[src/common/dsi3_macros.svh]
// Constants shared by the DSI3 channel and its testbench.
// Tick and bit timing are in clock cycles and assume a 50 MHz clock.
`ifndef DSI3_MACROS_SVH
`define DSI3_MACROS_SVH

// ******************************
// word and frame sizes
// ******************************
`define DSI3_WORD_WIDTH 16
`define DSI3_FRAME_BITS 32
`define DSI3_CHANNELS 4

// ******************************
// timing
// ******************************
`define DSI3_TICK_CYCLES 50
`define DSI3_STARTUP_TICKS 10
`define DSI3_BIT_CYCLES 8

// crc-8 over the two CRM data words, no final xor.
`define DSI3_CRC_POLY 8'h1D
`define DSI3_CRC_SEED 8'hFF

`endif

[src/common/dsi3_pkg.sv]
// Types for one DSI3 channel of the command sequencer.
// Opcode values follow the command word layout, opcode in bits 15 to 12.
`default_nettype none

package dsi3_pkg;

	`include "dsi3_macros.svh"

	typedef logic [`DSI3_WORD_WIDTH-1:0] dsi3_word_t;
	typedef logic [7:0] dsi3_crc_t;
	typedef logic [14:0] dsi3_wait_t;
	typedef logic [`DSI3_FRAME_BITS-1:0] dsi3_frame_t;

	// bit 0 is the command error, bit 1 is enable lost.
	typedef logic [1:0] dsi3_errors_t;

	typedef enum logic [3:0] {
		CRM  = 4'd1,
		WAIT = 4'd2
	} dsi3_opcode_e;

	typedef enum logic [2:0] {
		IDLE,
		DECODE,
		CRM_HIGH,
		CRM_LOW,
		CRM_START,
		CRM_SEND,
		WAIT_READ,
		WAITING
	} dsi3_seq_state_e;

endpackage

`default_nettype wire

[src/dsi3_channel/dsi3_channel.sv]
// One DSI3 channel: timebase, command sequencer and CRM transmitter.
// The command queue is read through a read, ready and empty handshake.
`timescale 1ns/1ps
`default_nettype none

module dsi3_channel import dsi3_pkg::*; #(
	parameter int CHANNEL = 0
) (
	input  logic         clk_rst,
	input  logic         reset_command,
	input  logic         i_cmd_empty,
	input  logic         i_cmd_ready,
	input  dsi3_word_t   i_cmd_data,
	input  logic         i_transceiver_enable,
	input  logic         i_stop_transmission,
	input  logic         i_crc_enable,
	input  logic         i_clear_errors,
	output logic         o_cmd_read,
	output logic         o_clear_queue,
	output logic         o_start,
	output logic         o_finished,
	output logic         o_tx,
	output logic         o_tx_active,
	output logic         o_busy,
	output dsi3_errors_t o_errors,
	output logic         o_interrupt
);

	logic        tick_1us, started_up, abort;
	dsi3_frame_t frame;

	dsi3_timebase u_dsi3_timebase (
		.clk_rst             (clk_rst),
		.reset_command       (reset_command),
		.i_transceiver_enable(i_transceiver_enable),
		.o_tick_1us          (tick_1us),
		.o_started_up        (started_up)
	);

	dsi3_command_sequencer #(
		.CHANNEL(CHANNEL)
	) u_dsi3_command_sequencer (
		.clk_rst             (clk_rst),
		.reset_command       (reset_command),
		.i_cmd_empty         (i_cmd_empty),
		.i_cmd_ready         (i_cmd_ready),
		.i_cmd_data          (i_cmd_data),
		.i_tick_1us          (tick_1us),
		.i_started_up        (started_up),
		.i_transceiver_enable(i_transceiver_enable),
		.i_stop_transmission (i_stop_transmission),
		.i_crc_enable        (i_crc_enable),
		.i_clear_errors      (i_clear_errors),
		.i_finished          (o_finished),
		.o_cmd_read          (o_cmd_read),
		.o_clear_queue       (o_clear_queue),
		.o_start             (o_start),
		.o_frame             (frame),
		.o_abort             (abort),
		.o_busy              (o_busy),
		.o_errors            (o_errors),
		.o_interrupt         (o_interrupt)
	);

	dsi3_crm_transmitter u_dsi3_crm_transmitter (
		.clk_rst      (clk_rst),
		.reset_command(reset_command),
		.i_start      (o_start),
		.i_frame      (frame),
		.i_abort      (abort),
		.o_tx         (o_tx),
		.o_tx_active  (o_tx_active),
		.o_finished   (o_finished)
	);

endmodule

`default_nettype wire

[src/dsi3_channel/dsi3_command_sequencer.sv]
// Reads commands only after transceiver start-up and while no stop is requested.
// Error flags are sticky; a set in the same cycle as a clear wins.
// CHANNEL must be below the width of the channel-select field.
`timescale 1ns/1ps
`default_nettype none

`include "dsi3_macros.svh"

module dsi3_command_sequencer import dsi3_pkg::*; #(
	parameter int CHANNEL = 0
) (
	input  logic         clk_rst,
	input  logic         reset_command,
	input  logic         i_cmd_empty,
	input  logic         i_cmd_ready,
	input  dsi3_word_t   i_cmd_data,
	input  logic         i_tick_1us,
	input  logic         i_started_up,
	input  logic         i_transceiver_enable,
	input  logic         i_stop_transmission,
	input  logic         i_crc_enable,
	input  logic         i_clear_errors,
	input  logic         i_finished,
	output logic         o_cmd_read,
	output logic         o_clear_queue,
	output logic         o_start,
	output dsi3_frame_t  o_frame,
	output logic         o_abort,
	output logic         o_busy,
	output dsi3_errors_t o_errors,
	output logic         o_interrupt
);

	dsi3_seq_state_e state, state_next;
	dsi3_word_t      command, data_high, data_low, crc_data;
	dsi3_crc_t       crc, crc_seed, crc_next;
	dsi3_wait_t      wait_count;
	dsi3_errors_t    errors;
	logic            store_command, operand_taken, count_down;
	logic            set_command_error, set_enable_lost;

	// ******************************
	// next state
	// ******************************
	always_comb begin
		state_next = state;
		o_cmd_read = 1'b0;
		o_clear_queue = 1'b0;
		o_start = 1'b0;
		o_abort = 1'b0;
		store_command = 1'b0;
		operand_taken = 1'b0;
		count_down = 1'b0;
		set_command_error = 1'b0;
		set_enable_lost = 1'b0;

		if ((state != IDLE) && (i_stop_transmission || !i_transceiver_enable)) begin
			state_next = IDLE;
			o_abort = 1'b1;
			set_enable_lost = !i_transceiver_enable;
		end else begin
			case (state)
				IDLE: begin
					if (!i_cmd_empty && i_started_up && !i_stop_transmission) begin
						o_cmd_read = 1'b1;
						if (i_cmd_ready) begin
							store_command = 1'b1;
							state_next = DECODE;
						end
					end
				end
				DECODE: begin
					if (!command[CHANNEL]) begin
						set_command_error = 1'b1;
					end else begin
						case (dsi3_opcode_e'(command[15:12]))
							CRM:     state_next = CRM_HIGH;
							WAIT:    state_next = WAIT_READ;
							default: set_command_error = 1'b1;
						endcase
					end
				end
				CRM_HIGH, CRM_LOW, WAIT_READ: begin
					if (i_cmd_empty) begin
						set_command_error = 1'b1;
					end else begin
						o_cmd_read = 1'b1;
						if (i_cmd_ready) begin
							operand_taken = 1'b1;
							case (state)
								CRM_HIGH: state_next = CRM_LOW;
								CRM_LOW:  state_next = CRM_START;
								default:  state_next = WAITING;
							endcase
						end
					end
				end
				CRM_START: begin
					o_start = 1'b1;
					state_next = CRM_SEND;
				end
				CRM_SEND: begin
					if (i_finished) begin
						state_next = IDLE;
					end
				end
				WAITING: begin
					if (i_tick_1us) begin
						if (wait_count == '0) begin
							state_next = IDLE;
						end else begin
							count_down = 1'b1;
						end
					end
				end
				default: state_next = IDLE;
			endcase
			if (set_command_error) begin
				// the rest of the broken command is flushed from the queue.
				o_clear_queue = 1'b1;
				state_next = IDLE;
			end
		end
	end

	always_ff @(posedge clk_rst) begin
		if (reset_command) begin
			state <= IDLE;
			errors <= '0;
		end else begin
			state <= state_next;
			errors <= (i_clear_errors ? '0 : errors) | {set_enable_lost, set_command_error};
		end
	end

	// ******************************
	// command and operand registers
	// ******************************
	always_ff @(posedge clk_rst) begin
		if (store_command) begin
			command <= i_cmd_data;
		end
		if (operand_taken) begin
			case (state)
				CRM_HIGH: begin
					data_high <= i_cmd_data;
					crc <= crc_next;
				end
				CRM_LOW: begin
					data_low <= i_cmd_data;
					crc <= crc_next;
				end
				default: wait_count <= i_cmd_data[14:0];
			endcase
		end else if (count_down) begin
			wait_count <= wait_count - 1'b1;
		end
	end

	// second step runs over the low word with its crc byte still zero.
	always_comb begin
		crc_seed = `DSI3_CRC_SEED;
		crc_data = i_cmd_data;
		if (state == CRM_LOW) begin
			crc_seed = crc;
			crc_data[7:0] = 8'h00;
		end
	end

	dsi3_crc8 u_dsi3_crc8 (
		.i_seed(crc_seed),
		.i_data(crc_data),
		.o_crc (crc_next)
	);

	assign o_frame = {data_high, data_low[15:8], i_crc_enable ? crc : data_low[7:0]};
	assign o_busy = (state != IDLE);
	assign o_errors = errors;
	assign o_interrupt = |errors;

endmodule

`default_nettype wire

[src/dsi3_channel/dsi3_crm_transmitter.sv]
// Sends one frame msb first; o_tx is low whenever no frame is active.
// A start while a frame is running is ignored.
`timescale 1ns/1ps
`default_nettype none

`include "dsi3_macros.svh"

module dsi3_crm_transmitter import dsi3_pkg::*; (
	input  logic        clk_rst,
	input  logic        reset_command,
	input  logic        i_start,
	input  dsi3_frame_t i_frame,
	input  logic        i_abort,
	output logic        o_tx,
	output logic        o_tx_active,
	output logic        o_finished
);

	localparam int CYCLE_WIDTH = $clog2(`DSI3_BIT_CYCLES);
	localparam int BIT_WIDTH = $clog2(`DSI3_FRAME_BITS);

	dsi3_frame_t            shift_reg;
	logic [CYCLE_WIDTH-1:0] cycle_count;
	logic [BIT_WIDTH-1:0]   bit_count;
	logic                   bit_done;

	assign bit_done = (cycle_count == CYCLE_WIDTH'(`DSI3_BIT_CYCLES - 1));

	always_ff @(posedge clk_rst) begin
		if (reset_command || i_abort) begin
			o_tx_active <= 1'b0;
			o_finished <= 1'b0;
			cycle_count <= '0;
			bit_count <= '0;
		end else begin
			o_finished <= 1'b0;
			if (!o_tx_active) begin
				o_tx_active <= i_start;
				cycle_count <= '0;
				bit_count <= '0;
			end else if (bit_done) begin
				cycle_count <= '0;
				bit_count <= bit_count + 1'b1;
				if (bit_count == BIT_WIDTH'(`DSI3_FRAME_BITS - 1)) begin
					o_tx_active <= 1'b0;
					o_finished <= 1'b1;
				end
			end else begin
				cycle_count <= cycle_count + 1'b1;
			end
		end
	end

	always_ff @(posedge clk_rst) begin
		if (!o_tx_active && i_start) begin
			shift_reg <= i_frame;
		end else if (o_tx_active && bit_done) begin
			shift_reg <= {shift_reg[`DSI3_FRAME_BITS-2:0], 1'b0};
		end
	end

	assign o_tx = o_tx_active & shift_reg[`DSI3_FRAME_BITS-1];

endmodule

`default_nettype wire

[src/rtl/dsi3_crc8.sv]
// Purely combinational, one 16-bit word per evaluation.
// Chain two instances or feed the result back as seed for longer data.
`timescale 1ns/1ps
`default_nettype none

`include "dsi3_macros.svh"

module dsi3_crc8 import dsi3_pkg::*; (
	input  dsi3_crc_t  i_seed,
	input  dsi3_word_t i_data,
	output dsi3_crc_t  o_crc
);

	always_comb begin
		dsi3_crc_t crc;
		logic      feedback;
		crc = i_seed;
		// data goes in msb first.
		for (int i = `DSI3_WORD_WIDTH - 1; i >= 0; i--) begin
			feedback = crc[7] ^ i_data[i];
			crc = {crc[6:0], 1'b0};
			if (feedback) begin
				crc = crc ^ `DSI3_CRC_POLY;
			end
		end
		o_crc = crc;
	end

endmodule

`default_nettype wire

[src/rtl/dsi3_timebase.sv]
// The tick divider is free running, so the first tick after any event
// arrives with an arbitrary phase of up to one tick period.
`timescale 1ns/1ps
`default_nettype none

`include "dsi3_macros.svh"

module dsi3_timebase (
	input  logic clk_rst,
	input  logic reset_command,
	input  logic i_transceiver_enable,
	output logic o_tick_1us,
	output logic o_started_up
);

	localparam int DIV_WIDTH = $clog2(`DSI3_TICK_CYCLES);
	localparam int STARTUP_WIDTH = $clog2(`DSI3_STARTUP_TICKS + 1);

	logic [DIV_WIDTH-1:0]     div_count;
	logic [STARTUP_WIDTH-1:0] startup_count;

	assign o_tick_1us = (div_count == DIV_WIDTH'(`DSI3_TICK_CYCLES - 1));

	always_ff @(posedge clk_rst) begin
		if (reset_command || o_tick_1us) begin
			div_count <= '0;
		end else begin
			div_count <= div_count + 1'b1;
		end
	end

	// ******************************
	// start-up qualification
	// ******************************
	always_ff @(posedge clk_rst) begin
		if (reset_command || !i_transceiver_enable) begin
			startup_count <= '0;
		end else if (o_tick_1us && !o_started_up) begin
			startup_count <= startup_count + 1'b1;
		end
	end

	// enable is checked directly so the first low cycle already blocks new commands.
	assign o_started_up = i_transceiver_enable &&
		(startup_count == STARTUP_WIDTH'(`DSI3_STARTUP_TICKS));

endmodule

`default_nettype wire

[config.mk]
export PLATFORM = sky130hd
export DESIGN_NAME = dsi3_channel
export DESIGN_NICKNAME = d
export VERILOG_FILES = /design/src/common/dsi3_pkg.sv /design/src/dsi3_channel/dsi3_channel.sv /design/src/dsi3_channel/dsi3_command_sequencer.sv /design/src/dsi3_channel/dsi3_crm_transmitter.sv /design/src/rtl/dsi3_crc8.sv /design/src/rtl/dsi3_timebase.sv
export VERILOG_INCLUDE_DIRS = /design/src /design/src/common
export SDC_FILE = /design/constraint.sdc
export NUM_CORES = 1
export LEC_CHECK = 0
export BUFFER_PORTS_ARGS = -buffer_cell sky130_fd_sc_hd__buf_4
export CAP_MARGIN = 20
export CORE_ASPECT_RATIO = 1.75
export CORE_MARGIN = 2
export CORE_UTILIZATION = 30
export DETAILED_ROUTE_END_ITERATION = 7
export GPL_TIMING_DRIVEN = 0
export PLACE_DENSITY_LB_ADDON = 0.2
export SLEW_MARGIN = 20
export SYNTH_ARGS = -nofsm -noshare
export SYNTH_HDL_FRONTEND = slang
export SYNTH_SLANG_ARGS = --single-unit
export TNS_END_PERCENT = 100
[constraint.sdc]
create_clock -name clk_rst -period 9.5 [get_ports clk_rst]
set_clock_uncertainty 0.15 [all_clocks]
set_input_delay 0.95 -clock clk_rst [delete_from_list [all_inputs] [get_ports clk_rst]]
set_output_delay 0.95 -clock clk_rst [all_outputs]
set_load 0.005 [all_outputs]
==> impl_summary.log <==
INFO  metric outcome = finished clean
INFO  metric fin_tns_setup = 0 ns
INFO  metric wl_met2 = 7630 um
INFO  metric final.fill_count = 1774
INFO  metric cts-buffers-inserted = 17
INFO  metric maxCapViolCount = 0
INFO  metric nets_in_the_synthesized_netlist = 468
INFO  metric antenna_found_initial = 0
INFO  metric boundaryPins = 34
INFO  metric synth_top_area_share = 0.493
INFO  metric numClockSinks = 117
INFO  metric first_iter_violations = 95
INFO  metric peakVddDrop = 0.119 mV
INFO  metric setup-violations-final = 0
INFO  metric synthFlopType = edfxtp_1
INFO  metric actual_transition_at_the_worst_max_transition_pin = 0.901 ns
INFO  metric placement_rows = 66
INFO  metric cts_htree_levels = 4
INFO  metric cts_hold_buffers = 0
INFO  metric routed_wirelength = 12600 um
INFO  metric syn-cell-area = 5600 sq um
INFO  metric cts.repair_timing.setup_buffer_count = 0
INFO  metric number_of_enable_type_register_cells_in_the_synthesized_netlist = 92
INFO  metric diodes = 0
INFO  metric groute.usage.overall = 0.137
INFO  metric count_of_synthesis_stage_warnings_from_yosys = 0
INFO  metric hold_viol = 0
INFO  metric minimum_clock_period_after_layout = 3.35 ns
INFO  metric cts_resized = 0
INFO  metric yosys_register_bits = 117
INFO  metric tritoncts_clock_tree = done
INFO  metric grt_start_max_net_pins = 33
INFO  metric r2r-start = u_dsi3_command_sequencer.state[1]$_SDFFE_PP0P_
INFO  metric drt_pass1_iterations = 4
INFO  metric routed_wire_length_per_instance = 17.1 um
INFO  metric placeableCoreArea = 18400 sq um
INFO  metric cts_max_path_buffers = 2
INFO  metric power.static_leakage = 0.00247 uW
INFO  metric die_h = 185 um
INFO  metric startpoint_type = flop
INFO  metric synth_top_cells_by_area = edfxtp_1 49%, dfxtp_1 8.9%, xnor2_1 5.9%, mux2_2 4.8%, xor2_1 3.8%
INFO  metric root_buffer_cell = clkbuf_16
INFO  metric slew_viol_final = 0
INFO  metric nNetsFinal = 521
INFO  metric post_synth_num_cell_types = 46
INFO  metric grt_pass1_wl = 19700 um
INFO  metric criticalPathCategory = reg -> reg
INFO  metric critical_path.endpoint_type = flop
INFO  metric chipWidth = 107 um
INFO  metric global_route_congestion_overflow_total = 0
INFO  metric timing.critical_path.arrival = 3.31 ns
INFO  metric floorplan.initialDensity = 0.304
INFO  metric ys_async_sr_fraction = 0
INFO  metric met3_wirelength = 240 um
INFO  metric setup_repair_after_global_routing_missed_its_margin = no
INFO  metric viasPerCell = 4.58
INFO  metric worstPathMaxFanout = 10
INFO  metric detail_route.wirelength.met1 = 4480 um
INFO  metric worst_hold_startpoint = u_dsi3_crm_transmitter.cycle_count[0]$_SDFF_PP0_
INFO  metric whs = 0.275 ns
INFO  metric critical_path.startpoint = u_dsi3_command_sequencer.state[1]$_SDFFE_PP0P_
INFO  metric cp_data_required_time = 9.46 ns
INFO  metric die-area = 19800 sq um
INFO  metric syn-mean-instance-area = 12.9 sq um
INFO  metric layout-drive-gt1-share = 0.210
INFO  metric fin_crit_sh = 0.353
INFO  metric timing.slew.headroom = 0.399
INFO  metric yosysSeqAreaShare = 0.583
INFO  metric dp.final_hpwl = 9370 um
INFO  metric syn_to_final_growth = 20.6%
INFO  metric drc_violations = 0
INFO  metric top_signal_layer_used = met4
INFO  metric yosysTopAreaCell = edfxtp_1
INFO  metric place.gp.congestion = 0.789
INFO  metric num_vias = 3382
INFO  metric synthCells = 435
INFO  metric placement.io_buffers = 32
INFO  metric worst_setup_hold_path_clk_slew = 0.05 ns
INFO  metric cellPowerDensity = 194 nW/um^2
INFO  metric ant_nets = 0
INFO  metric maxClockFrequency = 0.298 GHz
INFO  metric first_global_vias = 3626
INFO  metric min_delay_worst_type = reg -> reg
INFO  metric largest_register_ffs = 32
INFO  metric clkLatencyLatePin = 0.41 ns
-- cells by family (layout without fill, tap and decap cells) --
group / after synthesis / in the layout / synth area share
and+or+nand+nor: 130 / 130 / 0.117
DFF: 117 / 117 / 0.583
xor gates and xnor gates: 76 / 76 / 0.149
AOI/OAI and AO/OA: 45 / 45 / 0.0451
muxes: 35 / 35 / 0.0679
buffers and inverters: 23 / 88 / 0.0183
adders and majority gates: 9 / 9 / 0.0201
-- Yosys cell counts (all sizes together) (6+ instances only) --
cell    instances
ha              9
dfxtp          25
inv             9
buf             7
o21ai           8
nand2          23
xnor3           7
edfxtp         92
nor2           55
nand2b          7
mux2i          11
clkbuf          7
a21oi          26
nor3            7
and4bb          6
xor2           25
xnor2          42
nand3           6
mux2           24
-- per-layer routing --
| metal | GRT usage | up-vias |
|---|---|---|
| met5 | 0 | - |
| met4 | 0.0623 | 0 |
| met3 | 0.0304 | 15 |
| met2 | 0.269 | 37 |
| met1 | 0.130 | 1675 |
| li1 | - | 1655 |
-- where the power goes --
group          internal (uW)  switching (uW)  total, uW
registers                559            2.42        562
logic                   66.5            61.8        128
clock network            405             217        622
-- per-stage QoR --
| stage | utilization | cells | power (uW) | setup slack, ns | cell area [sq um] |
|---|---|---|---|---|---|
| 3_5_place_dp | 0.336 | 707 | 702 | 5.97 | 6180 |
| 6_report | 0.367 | 738 | 1310 | 6.15 | 6750 |
| 3_3_place_gp | 0.333 | 705 | 702 | 4.76 | 6140 |
| 2_1_floorplan | - | 435 | 665 | 6.09 | 5600 |
| 5_1_grt | 0.367 | 738 | 1360 | 5.95 | 6750 |
| 4_1_cts | 0.367 | 738 | 1330 | 6.08 | 6750 |
-- cell usage in the layout (no fill, tap or decap), types with 3 or more instances in the layout --
cell type	n
or3_1	5
nor3b_1	3
and4bb_1	4
xnor3_1	5
xor2_1	24
clkinv_1	4
ha_1	9
o21ai_0	8
mux2i_1	11
clkinvlp_4	3
dfxtp_1	25
xnor2_2	4
nor4_1	4
nand3_1	6
nor2_1	54
a31oi_1	3
buf_4	35
edfxtp_1	92
inv_1	9
xnor2_1	38
nand2b_1	7
a21oi_1	25
mux2_2	24
clkbuf_1	9
buf_1	3
nor3_1	6
bufinv_16	3
clkbuf_16	17
and3_1	4
nand2_1	22
-- path summary, 6_finish.rpt --
check | end | slack, ns | cells past startpoint
setup reg to reg | u_dsi3_command_sequencer.data_high[3]$_DFFE_PP_ | 6.15 | 6
setup / recovery | u_dsi3_command_sequencer.data_high[3]$_DFFE_PP_ | 6.15 | 6
hold reg to reg | u_dsi3_crm_transmitter.cycle_count[0]$_SDFF_PP0_ | 0.27 | 1
hold / removal | u_dsi3_crm_transmitter.cycle_count[0]$_SDFF_PP0_ | 0.27 | 1
-- cell type report --
cell class / instances / area, sq um / share of cell area
multi-input combinational: 295 / 2260 / 0.335
clock buffer: 19 / 433 / 0.0641
clock inverter: 12 / 138 / 0.0204
buffer: 14 / 68.8 / 0.0102
timing repair buffer: 34 / 259 / 0.0384
tap: 238 / 298 / 0.0441
sequential: 117 / 3260 / 0.483
inverter: 9 / 33.8 / 0.00500
-- critical path: stages, from the launching register on --
cell,delay (ns)
dfxtp_1,0.48
buf_4,0.22
a21boi_0,0.49
nand3_1,0.38
clkbuf_1,0.35
nor3_2,0.64
buf_4,0.33
Note: power is estimated with default switching activity, not from simulation.
